$ cat src/verilog/eu_defines.svh
//////////////////////////////////////////////////////////////////////
// event unit widths, register word offsets and address group codes
// included by the RTL and by the testbench
//////////////////////////////////////////////////////////////////////
`ifndef EU_DEFINES_SVH
`define EU_DEFINES_SVH

// widths and counts
`define EU_DATA_W    32
`define EU_ADDR_W    8
`define EU_NB_CORES  4
`define EU_NB_SW_EVT 8
`define EU_IRQ_ID_W  5

// upper nibble of the word address
`define EU_GRP_CORE   4'd0
`define EU_GRP_SW_EVT 4'd4

// core register offsets, lower nibble of the word address
`define EU_REG_EVT_MASK       4'd0
`define EU_REG_EVT_MASK_AND   4'd1
`define EU_REG_EVT_MASK_OR    4'd2
`define EU_REG_IRQ_MASK       4'd3
`define EU_REG_IRQ_MASK_AND   4'd4
`define EU_REG_IRQ_MASK_OR    4'd5
`define EU_REG_STATUS         4'd6
`define EU_REG_BUFFER         4'd7
`define EU_REG_BUF_MASKED     4'd8
`define EU_REG_BUF_IRQ_MASKED 4'd9
`define EU_REG_BUF_CLEAR      4'd10
`define EU_REG_WAIT           4'd14
`define EU_REG_WAIT_CLEAR     4'd15

`endif

$ cat src/verilog/eu_pkg.sv
//////////////////////////////////////////////////////////////////////
// shared types of the event unit: word address views, mask write
// operations and the core clock state
//////////////////////////////////////////////////////////////////////
`default_nettype none

package eu_pkg;

  // core register view of the word address
  typedef struct packed {
    logic [3:0] grp;
    logic [3:0] offset;
  } eu_core_addr_t;

  // software event trigger view, the id selects one of eight events
  typedef struct packed {
    logic [3:0] grp;
    logic       rsvd;
    logic [2:0] evt_id;
  } eu_sw_addr_t;

  typedef union packed {
    eu_core_addr_t core;
    eu_sw_addr_t   sw;
  } eu_addr_u;

  // how a mask register takes the write data
  typedef enum logic [1:0] {
    WR_LOAD       = 2'd0,
    WR_CLEAR_BITS = 2'd1,
    WR_SET_BITS   = 2'd2
  } eu_wr_op_e;

  typedef enum logic {
    CLK_ACTIVE = 1'b0,
    CLK_SLEEP  = 1'b1
  } eu_clk_state_e;

endpackage

`default_nettype wire

$ cat src/verilog/eu_bus_port.sv
//////////////////////////////////////////////////////////////////////
// register bus slave of the event unit with decode, grant, one cycle
// read response and the software event trigger
//////////////////////////////////////////////////////////////////////
`default_nettype none
`include "eu_defines.svh"

module eu_bus_port (
  input  logic                     clk_i,
  input  logic                     rst_ni,
  // core side bus where wen_i high means read
  input  logic                     req_i,
  input  logic                     wen_i,
  input  eu_pkg::eu_addr_u         add_i,
  input  logic [`EU_DATA_W-1:0]    wdata_i,
  output logic                     gnt_o,
  output logic                     r_valid_o,
  output logic [`EU_DATA_W-1:0]    r_rdata_o,
  // register state for the read mux
  input  logic [`EU_DATA_W-1:0]    evt_mask_i,
  input  logic [`EU_DATA_W-1:0]    irq_mask_i,
  input  logic [`EU_DATA_W-1:0]    buffer_i,
  input  logic [`EU_DATA_W-1:0]    buffer_masked_i,
  input  logic [`EU_DATA_W-1:0]    irq_masked_i,
  input  logic                     clock_en_i,
  // sleep controller
  input  logic                     hold_i,
  output logic                     wait_req_o,
  output logic                     wait_clear_o,
  // register writes that take effect at the next edge
  output logic                     wr_evt_mask_o,
  output logic                     wr_irq_mask_o,
  output logic                     clr_buffer_o,
  output eu_pkg::eu_wr_op_e        wr_op_o,
  output logic [`EU_DATA_W-1:0]    wr_data_o,
  // software events toward the other cores
  output logic [`EU_NB_SW_EVT-1:0] sw_events_o,
  output logic [`EU_NB_CORES-1:0]  sw_events_mask_o
);

  import eu_pkg::*;

  logic                    is_core_grp;
  logic                    is_wait_addr;
  logic [`EU_NB_CORES-1:0] core_mask;
  logic                    rd_valid_q;
  logic                    rd_read_q;
  eu_addr_u                rd_addr_q;

  assign is_core_grp  = (add_i.core.grp == `EU_GRP_CORE);
  assign is_wait_addr = is_core_grp && ((add_i.core.offset == `EU_REG_WAIT) ||
                                        (add_i.core.offset == `EU_REG_WAIT_CLEAR));

  assign wait_req_o   = req_i && wen_i && is_wait_addr;
  assign wait_clear_o = wait_req_o && (add_i.core.offset == `EU_REG_WAIT_CLEAR);

  // hold only ever comes back for a wait read
  assign gnt_o = req_i && !hold_i;

  assign wr_data_o = wdata_i;

  // an all-zero core mask targets every core
  assign core_mask = (wdata_i[`EU_NB_CORES-1:0] == '0) ? '1 : wdata_i[`EU_NB_CORES-1:0];

  always_comb begin
    wr_evt_mask_o    = 1'b0;
    wr_irq_mask_o    = 1'b0;
    clr_buffer_o     = 1'b0;
    wr_op_o          = WR_LOAD;
    sw_events_o      = '0;
    sw_events_mask_o = '0;

    if (gnt_o && !wen_i) begin
      if (is_core_grp) begin
        case (add_i.core.offset)
          `EU_REG_EVT_MASK: wr_evt_mask_o = 1'b1;
          `EU_REG_EVT_MASK_AND: begin
            wr_evt_mask_o = 1'b1;
            wr_op_o       = WR_CLEAR_BITS;
          end
          `EU_REG_EVT_MASK_OR: begin
            wr_evt_mask_o = 1'b1;
            wr_op_o       = WR_SET_BITS;
          end
          `EU_REG_IRQ_MASK: wr_irq_mask_o = 1'b1;
          `EU_REG_IRQ_MASK_AND: begin
            wr_irq_mask_o = 1'b1;
            wr_op_o       = WR_CLEAR_BITS;
          end
          `EU_REG_IRQ_MASK_OR: begin
            wr_irq_mask_o = 1'b1;
            wr_op_o       = WR_SET_BITS;
          end
          `EU_REG_BUF_CLEAR: clr_buffer_o = 1'b1;
          default: ;
        endcase
      end else if (add_i.sw.grp == `EU_GRP_SW_EVT) begin
        sw_events_o[add_i.sw.evt_id] = 1'b1;
        sw_events_mask_o             = core_mask;
      end
    end
  end

  always_ff @(posedge clk_i or negedge rst_ni) begin
    if (!rst_ni) begin
      rd_valid_q <= 1'b0;
      rd_read_q  <= 1'b0;
    end else begin
      rd_valid_q <= gnt_o;
      rd_read_q  <= gnt_o && wen_i;
    end
  end

  always_ff @(posedge clk_i) begin
    if (gnt_o && wen_i) begin
      rd_addr_q <= add_i;
    end
  end

  assign r_valid_o = rd_valid_q;

  // read data only in the response cycle of a read
  always_comb begin
    r_rdata_o = '0;
    if (rd_read_q && (rd_addr_q.core.grp == `EU_GRP_CORE)) begin
      case (rd_addr_q.core.offset)
        `EU_REG_EVT_MASK:       r_rdata_o = evt_mask_i;
        `EU_REG_IRQ_MASK:       r_rdata_o = irq_mask_i;
        `EU_REG_STATUS:         r_rdata_o = {{(`EU_DATA_W-1){1'b0}}, clock_en_i};
        `EU_REG_BUFFER:         r_rdata_o = buffer_i;
        `EU_REG_BUF_IRQ_MASKED: r_rdata_o = irq_masked_i;
        `EU_REG_BUF_MASKED,
        `EU_REG_WAIT,
        `EU_REG_WAIT_CLEAR:     r_rdata_o = buffer_masked_i;
        default:                r_rdata_o = '0;
      endcase
    end
  end

  // a grant always answers a live request
  a_gnt_has_req: assert property (@(posedge clk_i) disable iff (!rst_ni)
    gnt_o |-> req_i);

endmodule

`default_nettype wire

$ cat src/verilog/eu_event_regs.sv
//////////////////////////////////////////////////////////////////////
// event mask, interrupt mask and event buffer of one core
//////////////////////////////////////////////////////////////////////
`default_nettype none
`include "eu_defines.svh"

module eu_event_regs (
  input  logic                  clk_i,
  input  logic                  rst_ni,
  input  logic                  wr_evt_mask_i,
  input  logic                  wr_irq_mask_i,
  input  logic                  clr_buffer_i,
  input  eu_pkg::eu_wr_op_e     wr_op_i,
  input  logic [`EU_DATA_W-1:0] wr_data_i,
  input  logic [`EU_DATA_W-1:0] event_lines_i,
  input  logic                  wait_clear_i,
  input  logic [`EU_DATA_W-1:0] irq_clear_mask_i,
  output logic [`EU_DATA_W-1:0] evt_mask_o,
  output logic [`EU_DATA_W-1:0] irq_mask_o,
  output logic [`EU_DATA_W-1:0] buffer_o,
  output logic [`EU_DATA_W-1:0] buffer_masked_o
);

  import eu_pkg::*;

  logic [`EU_DATA_W-1:0] evt_mask_q;
  logic [`EU_DATA_W-1:0] irq_mask_q;
  logic [`EU_DATA_W-1:0] buffer_q;
  logic [`EU_DATA_W-1:0] buffer_d;
  logic [`EU_DATA_W-1:0] drop_bits;

  function automatic logic [`EU_DATA_W-1:0] apply_op(input logic [`EU_DATA_W-1:0] cur,
                                                     input eu_wr_op_e             op,
                                                     input logic [`EU_DATA_W-1:0] data);
    case (op)
      WR_CLEAR_BITS: return cur & ~data;
      WR_SET_BITS:   return cur | data;
      default:       return data;
    endcase
  endfunction

  // bits leaving the buffer this cycle
  // a wait_clear removes everything the event mask lets through
  assign drop_bits = (clr_buffer_i ? wr_data_i : '0) |
                     (wait_clear_i ? evt_mask_q : '0) |
                     irq_clear_mask_i;

  // new events are taken in before the clears apply
  assign buffer_d = (buffer_q | event_lines_i) & ~drop_bits;

  always_ff @(posedge clk_i or negedge rst_ni) begin
    if (!rst_ni) begin
      evt_mask_q <= '0;
      irq_mask_q <= '0;
      buffer_q   <= '0;
    end else begin
      if (wr_evt_mask_i) begin
        evt_mask_q <= apply_op(evt_mask_q, wr_op_i, wr_data_i);
      end
      if (wr_irq_mask_i) begin
        irq_mask_q <= apply_op(irq_mask_q, wr_op_i, wr_data_i);
      end
      buffer_q <= buffer_d;
    end
  end

  assign evt_mask_o      = evt_mask_q;
  assign irq_mask_o      = irq_mask_q;
  assign buffer_o        = buffer_q;
  assign buffer_masked_o = buffer_q & evt_mask_q;

endmodule

`default_nettype wire

$ cat src/verilog/eu_irq_ctrl.sv
//////////////////////////////////////////////////////////////////////
// interrupt request to the core, highest masked buffer bit wins,
// the acknowledge turns back into a one-hot buffer clear
//////////////////////////////////////////////////////////////////////
`default_nettype none
`include "eu_defines.svh"

module eu_irq_ctrl (
  input  logic                   clk_i,
  input  logic                   rst_ni,
  input  logic [`EU_DATA_W-1:0]  buffer_i,
  input  logic [`EU_DATA_W-1:0]  irq_mask_i,
  input  logic                   irq_ack_i,
  input  logic [`EU_IRQ_ID_W-1:0] irq_ack_id_i,
  output logic [`EU_DATA_W-1:0]  irq_masked_o,
  output logic                   irq_pending_o,
  output logic                   irq_req_o,
  output logic [`EU_IRQ_ID_W-1:0] irq_id_o,
  output logic [`EU_DATA_W-1:0]  irq_clear_mask_o
);

  logic irq_req_q;

  assign irq_masked_o  = buffer_i & irq_mask_i;
  assign irq_pending_o = |irq_masked_o;

  // leading one search, later hits overwrite lower ones
  always_comb begin
    irq_id_o = '0;
    for (int i = 0; i < `EU_DATA_W; i++) begin
      if (irq_masked_o[i]) begin
        irq_id_o = i[`EU_IRQ_ID_W-1:0];
      end
    end
  end

  assign irq_clear_mask_o = irq_ack_i ?
                            ({{(`EU_DATA_W-1){1'b0}}, 1'b1} << irq_ack_id_i) : '0;

  always_ff @(posedge clk_i or negedge rst_ni) begin
    if (!rst_ni) begin
      irq_req_q <= 1'b0;
    end else begin
      irq_req_q <= irq_pending_o;
    end
  end

  assign irq_req_o = irq_req_q;

  // the id offered with a request always names a pending source
  a_irq_id_pending: assert property (@(posedge clk_i) disable iff (!rst_ni)
    (irq_req_o && irq_pending_o) |-> irq_masked_o[irq_id_o]);

endmodule

`default_nettype wire

$ cat src/verilog/eu_sleep_ctrl.sv
//////////////////////////////////////////////////////////////////////
// core clock gating for wait and wait_clear reads, holds the grant
// until a masked event arrives
//////////////////////////////////////////////////////////////////////
`default_nettype none

module eu_sleep_ctrl (
  input  logic clk_i,
  input  logic rst_ni,
  input  logic wait_req_i,
  input  logic wait_clear_i,
  input  logic event_pending_i,
  input  logic irq_pending_i,
  input  logic core_busy_i,
  output logic hold_o,
  output logic wait_clear_o,
  output logic clock_en_o
);

  import eu_pkg::*;

  eu_clk_state_e state_q;
  eu_clk_state_e state_d;
  logic          wait_clear_q;
  logic          wait_clear_d;

  always_comb begin
    state_d      = state_q;
    hold_o       = 1'b0;
    clock_en_o   = 1'b1;
    wait_clear_d = 1'b0;

    case (state_q)
      CLK_ACTIVE: begin
        if (wait_req_i) begin
          if (wait_clear_q) begin
            // last wait_clear has not reached the buffer yet
            hold_o = 1'b1;
          end else if (event_pending_i) begin
            wait_clear_d = wait_clear_i;
          end else if (irq_pending_i) begin
            // stay awake, the core takes the interrupt and replays the wait
            hold_o = 1'b1;
          end else begin
            hold_o = 1'b1;
            if (!core_busy_i) begin
              state_d = CLK_SLEEP;
            end
          end
        end
      end
      CLK_SLEEP: begin
        if (event_pending_i) begin
          // release the frozen wait read in the wake-up cycle
          wait_clear_d = wait_clear_i;
          state_d      = CLK_ACTIVE;
        end else if (irq_pending_i) begin
          hold_o  = 1'b1;
          state_d = CLK_ACTIVE;
        end else begin
          hold_o     = 1'b1;
          clock_en_o = 1'b0;
        end
      end
      default: state_d = CLK_ACTIVE;
    endcase
  end

  always_ff @(posedge clk_i or negedge rst_ni) begin
    if (!rst_ni) begin
      state_q      <= CLK_ACTIVE;
      wait_clear_q <= 1'b0;
    end else begin
      state_q      <= state_d;
      wait_clear_q <= wait_clear_d;
    end
  end

  assign wait_clear_o = wait_clear_q;

  // a gated clock always comes with a withheld wait grant
  a_clk_off_asleep: assert property (@(posedge clk_i) disable iff (!rst_ni)
    !clock_en_o |-> (state_q == CLK_SLEEP) && hold_o);

endmodule

`default_nettype wire

$ cat src/verilog/eu_top.sv
//////////////////////////////////////////////////////////////////////
// per-core event unit, connects bus port, event registers,
// interrupt control and sleep control
//////////////////////////////////////////////////////////////////////
`default_nettype none
`include "eu_defines.svh"

module eu_top (
  input  logic                     clk_i,
  input  logic                     rst_ni,
  // register bus from the core
  input  logic                     req_i,
  input  logic                     wen_i,
  input  eu_pkg::eu_addr_u         add_i,
  input  logic [`EU_DATA_W-1:0]    wdata_i,
  output logic                     gnt_o,
  output logic                     r_valid_o,
  output logic [`EU_DATA_W-1:0]    r_rdata_o,
  // events and interrupts
  input  logic [`EU_DATA_W-1:0]    event_lines_i,
  output logic                     irq_req_o,
  output logic [`EU_IRQ_ID_W-1:0]  irq_id_o,
  input  logic                     irq_ack_i,
  input  logic [`EU_IRQ_ID_W-1:0]  irq_ack_id_i,
  // software events and core clock
  output logic [`EU_NB_SW_EVT-1:0] sw_events_o,
  output logic [`EU_NB_CORES-1:0]  sw_events_mask_o,
  input  logic                     core_busy_i,
  output logic                     core_clock_en_o
);

  import eu_pkg::*;

  logic [`EU_DATA_W-1:0] evt_mask;
  logic [`EU_DATA_W-1:0] irq_mask;
  logic [`EU_DATA_W-1:0] buffer;
  logic [`EU_DATA_W-1:0] buffer_masked;
  logic [`EU_DATA_W-1:0] irq_masked;
  logic [`EU_DATA_W-1:0] irq_clear_mask;
  logic                  irq_pending;
  logic                  wr_evt_mask;
  logic                  wr_irq_mask;
  logic                  clr_buffer;
  eu_wr_op_e             wr_op;
  logic [`EU_DATA_W-1:0] wr_data;
  logic                  wait_req;
  logic                  wait_clear_req;
  logic                  wait_clear_pulse;
  logic                  hold;

  eu_bus_port bus_port_inst (
    .clk_i            (clk_i),
    .rst_ni           (rst_ni),
    .req_i            (req_i),
    .wen_i            (wen_i),
    .add_i            (add_i),
    .wdata_i          (wdata_i),
    .gnt_o            (gnt_o),
    .r_valid_o        (r_valid_o),
    .r_rdata_o        (r_rdata_o),
    .evt_mask_i       (evt_mask),
    .irq_mask_i       (irq_mask),
    .buffer_i         (buffer),
    .buffer_masked_i  (buffer_masked),
    .irq_masked_i     (irq_masked),
    .clock_en_i       (core_clock_en_o),
    .hold_i           (hold),
    .wait_req_o       (wait_req),
    .wait_clear_o     (wait_clear_req),
    .wr_evt_mask_o    (wr_evt_mask),
    .wr_irq_mask_o    (wr_irq_mask),
    .clr_buffer_o     (clr_buffer),
    .wr_op_o          (wr_op),
    .wr_data_o        (wr_data),
    .sw_events_o      (sw_events_o),
    .sw_events_mask_o (sw_events_mask_o)
  );

  eu_event_regs event_regs_inst (
    .clk_i            (clk_i),
    .rst_ni           (rst_ni),
    .wr_evt_mask_i    (wr_evt_mask),
    .wr_irq_mask_i    (wr_irq_mask),
    .clr_buffer_i     (clr_buffer),
    .wr_op_i          (wr_op),
    .wr_data_i        (wr_data),
    .event_lines_i    (event_lines_i),
    .wait_clear_i     (wait_clear_pulse),
    .irq_clear_mask_i (irq_clear_mask),
    .evt_mask_o       (evt_mask),
    .irq_mask_o       (irq_mask),
    .buffer_o         (buffer),
    .buffer_masked_o  (buffer_masked)
  );

  eu_irq_ctrl irq_ctrl_inst (
    .clk_i            (clk_i),
    .rst_ni           (rst_ni),
    .buffer_i         (buffer),
    .irq_mask_i       (irq_mask),
    .irq_ack_i        (irq_ack_i),
    .irq_ack_id_i     (irq_ack_id_i),
    .irq_masked_o     (irq_masked),
    .irq_pending_o    (irq_pending),
    .irq_req_o        (irq_req_o),
    .irq_id_o         (irq_id_o),
    .irq_clear_mask_o (irq_clear_mask)
  );

  eu_sleep_ctrl sleep_ctrl_inst (
    .clk_i            (clk_i),
    .rst_ni           (rst_ni),
    .wait_req_i       (wait_req),
    .wait_clear_i     (wait_clear_req),
    .event_pending_i  (|buffer_masked),
    .irq_pending_i    (irq_pending),
    .core_busy_i      (core_busy_i),
    .hold_o           (hold),
    .wait_clear_o     (wait_clear_pulse),
    .clock_en_o       (core_clock_en_o)
  );

endmodule

`default_nettype wire

$ cat config.mk
export PLATFORM = sky130hd
export DESIGN_NAME = eu_top
export DESIGN_NICKNAME = d
export VERILOG_FILES = /design/src/verilog/eu_pkg.sv /design/src/verilog/eu_bus_port.sv /design/src/verilog/eu_event_regs.sv /design/src/verilog/eu_irq_ctrl.sv /design/src/verilog/eu_sleep_ctrl.sv /design/src/verilog/eu_top.sv
export VERILOG_INCLUDE_DIRS = /design/src /design/src/verilog
export SDC_FILE = /design/constraint.sdc
export NUM_CORES = 1
export LEC_CHECK = 0
export BUFFER_PORTS_ARGS = -buffer_cell sky130_fd_sc_hd__buf_2
export CAP_MARGIN = 20
export CORE_MARGIN = 2
export CORE_UTILIZATION = 55
export CTS_CLUSTER_DIAMETER = 40
export DETAILED_ROUTE_END_ITERATION = 6
export GPL_TIMING_DRIVEN = 1
export PLACE_DENSITY = 0.78
export SLEW_MARGIN = 20
export SYNTH_ARGS = -nofsm -noshare
export SYNTH_HDL_FRONTEND = slang
export SYNTH_HIERARCHICAL = 1
export SYNTH_SLANG_ARGS = --single-unit
$ cat constraint.sdc
create_clock -name clk_i -period 3.86 [get_ports clk_i]
set_clock_uncertainty 0.15 [all_clocks]
set_input_delay 0.386 -clock clk_i [delete_from_list [all_inputs] [get_ports clk_i]]
set_output_delay 0.386 -clock clk_i [all_outputs]
set_load 0.03 [all_outputs]
==> run summary <==
initial antenna violation count: 0
crit start category: flip-flop
WP data required: 3950 ps
DPL Wire Length: 17.05 mm
pwr dens: 332.1 mW/mm²
Area Growth Syn to Fin: 11.10%
Routed Antenna Nets: 0
r2r setup slk: 160 ps
deepest clock path buffer count: 2
CP Class: flip-flop to flip-flop
Synth area leaders: dfrtp_1 (32%), a21oi_1 (10%), a22o_1 (7.1%)
Post-CTS Setup Inserts: 0
Synth warnings: 6
via count: 7983
Post-synth EDFFs: 8
Final setup violation count: 0
max frequency: 270.5 MHz
TNS Setup: 0 ps
die height: 123.5 µm
Max-Cap Viols: 0
FP Rows: 43
Final Slew Violations: 0
grt met3 use: 8.026%
CP arrival: 3780 ps
commonest cells after routing, fill and taps aside: a21oi_1 (164), buf_2 (134), dfrtp_1 (101)
vias in the first global route: 7332
VDD IR max: 0.0003180 V
worst hold slack: -12.94 ps
Vias/cell: 6.737
global route hottest layer: met2
Max-slew headroom: 40.17%
Yosys top cell by area: dfrtp_1
Critical Path Sink Type: flip-flop
RR Endpoint: event_regs_inst/irq_mask_o[18]$_DFFE_PN0P_
Mapped Avg Cell Area: 8.454 µm²
Post-Syn Area: 0.007854 mm²
Ports: 136
Die W: 123.5 µm
Seq/Total Area, Yosys: 35.24%
pin count of the biggest net entering global routing: 67
R2R cell count: 15
GRT overflow: 0
outcome: complete, but fails checks
overall routed net length: 26.19 mm
Yosys cell types: 66
global-route met1 utilization: 46.34%
period utilization: 95.78%
post-synthesis register bit count: 109
fin worst setup slack: 162.9 ps
Antenna Cells: 0
Least-Margin Pin Slew: 897.5 ps
gp weighted congestion: 0.9463
clock sink total: 109
leakage power: 3.674 nW
CTS Buf Count: 9
Final #Nets: 1085
H-tree Lvls: 3
DR pass1 iterations: 7
Tmin final: 3697 ps
total design power: 2.897 mW
TritonCTS clock tree: built
ys flop type: dfrtp_1
Post-route DRC: 0
Avg WL per Cell: 22.10 µm
met2 Track Usage GR: 53.57%
port bufs: 135
Post-synth ARST share: 92.66%
share of the synthesized area in the top cell type: 32.18%
Clk pin slew, worst setup/hold paths: 70 ps
layout cells sized above 1: 23.88%
Critical R2R Launch: event_regs_inst/buffer_o[5]$_DFF_PN0_
Die ar.: 0.01525 mm²
final hold viol count: 3
Core Area: 0.01393 mm²
failing checks: hold timing
CP Max Fanout: 14
Starting Density: 56.36%
first-pass GRT wire length: 39.84 mm
GRT Overall Usage: 34.63%
dpl ws: 103.1 ps
HP Class: primary input to asynchronous set/reset pin
RSZ-0062 raised after global routing: false
Clock Latency Late Sink: 370 ps
Clock Tree Root: clkbuf_16
syn nets: 1014
synthesized instance count: 929
Initial DRC Count: 1180
most common cell after layout, fill and taps aside: a21oi_1
## layer usage
| metal | wire, µm | vias up |
|---|---|---|
| met3 | 3086 | 83 |
| met5 | 0 | - |
| li1 | - | 3564 |
| met4 | 892 | 0 |
| met2 | 12100 | 581 |
| met1 | 10110 | 3755 |
## registers in the layout, indices dropped and copies added (netlist names)
name                          flops
bus_port_inst/rd_addr_q           8
sleep_ctrl_inst/wait_clear_o      1
event_regs_inst/irq_mask_o       32
event_regs_inst/buffer_o         32
sleep_ctrl_inst/state_q           1
event_regs_inst/evt_mask_o       32
bus_port_inst/r_valid_o           1
bus_port_inst/rd_read_q           1
irq_ctrl_inst/irq_req_o           1
## metrics by stage
| step | cell area, µm² | utilization (%) | cells |
|---|---|---|---|
| floorplan | 7854 | - | 929 |
| global placement | 8398 | 60.27 | 1169 |
| detailed placement | 8398 | 60.27 | 1169 |
| CTS | 8696 | 62.40 | 1185 |
| global route | 8726 | 62.62 | 1185 |
| finish | 8726 | 62.62 | 1185 |
## timing repair
item,4_1_cts,5_1_grt
setup endpoints to repair,0,67
resized for setup,0,6
hold buffers,0,0
## worst max path at each step
stage | start | to | slack (ps) | cells after the start
6_report | event_regs_inst/buffer_o[5]$_DFF_PN0_ | event_regs_inst/irq_mask_o[18]$_DFFE_PN0P_ | 160 | 15
5_1_grt | event_regs_inst/buffer_o[1]$_DFF_PN0_ | event_regs_inst/evt_mask_o[28]$_DFFE_PN0P_ | 2 | 15
4_1_cts | event_regs_inst/buffer_o[4]$_DFF_PN0_ | event_regs_inst/evt_mask_o[31]$_DFFE_PN0P_ | 100 | 15
3_5_place_dp | event_regs_inst/buffer_o[4]$_DFF_PN0_ | event_regs_inst/evt_mask_o[31]$_DFFE_PN0P_ | 100 | 15
3_3_place_gp | event_regs_inst/buffer_o[1]$_DFF_PN0_ | event_regs_inst/irq_mask_o[31]$_DFFE_PN0P_ | 80 | 15
2_1_floorplan | event_regs_inst/buffer_o[4]$_DFF_PN0_ | event_regs_inst/evt_mask_o[10]$_DFFE_PN0P_ | 480 | 16
## cells by family after synthesis
group	after synthesis	share of synthesized area, %
buffers and inverters	122	9.224
AOI/OAI and AO/OA	384	34.27
and+or+nand+nor	308	20.44
adders and majority gates	2	0.3186
muxes	3	0.3983
DFF	109	35.24
xor gates and xnor gates	1	0.1115
## worst max-delay path: stages (launching register included)
cell,delay (ps)
dfrtp_1,400
and2_1,230
nor4_4,80
nand4_1,130
or2_1,200
a21oi_2,60
and2b_2,240
nand2b_1,90
or4b_4,580
nor3_2,230
inv_1,70
ha_1,330
or2_1,270
buf_4,240
o22ai_2,160
a21oi_1,90
## synth_stat cells (3+ instances only)
cell / instances
o22ai_2: 30
buf_4: 32
and2_1: 50
nand2b_1: 6
or2_1: 3
o21a_1: 3
o21ai_0: 41
nand3_1: 9
clkbuf_1: 29
buf_2: 19
dfrtp_1: 101
a222oi_1: 31
buf_1: 4
nand2_1: 93
nor3_1: 12
nor4_1: 11
buf_6: 16
nor2_1: 56
nor2b_1: 37
inv_2: 5
inv_1: 16
a21oi_1: 164
a211oi_1: 34
a22o_1: 64
nand4_1: 5
edfxtp_1: 8
## report_power, final
group | switching [mW] | total [mW] | internal (mW)
Clock | 0.445 | 0.952 | 0.507
Combinational | 0.437 | 0.669 | 0.232
Sequential | 0.0603 | 1.28 | 1.22
## final cells by class
cell class	count	area, µm²
multi-input combinational	698	4434
clock buffer	13	280.3
fill	1262	5209
timing repair buffer	160	915.9
tap	180	225.2
clock inverter	3	17.52
sequential	109	2768
inverter	22	85.08
Power figures use the tool's default switching activity.
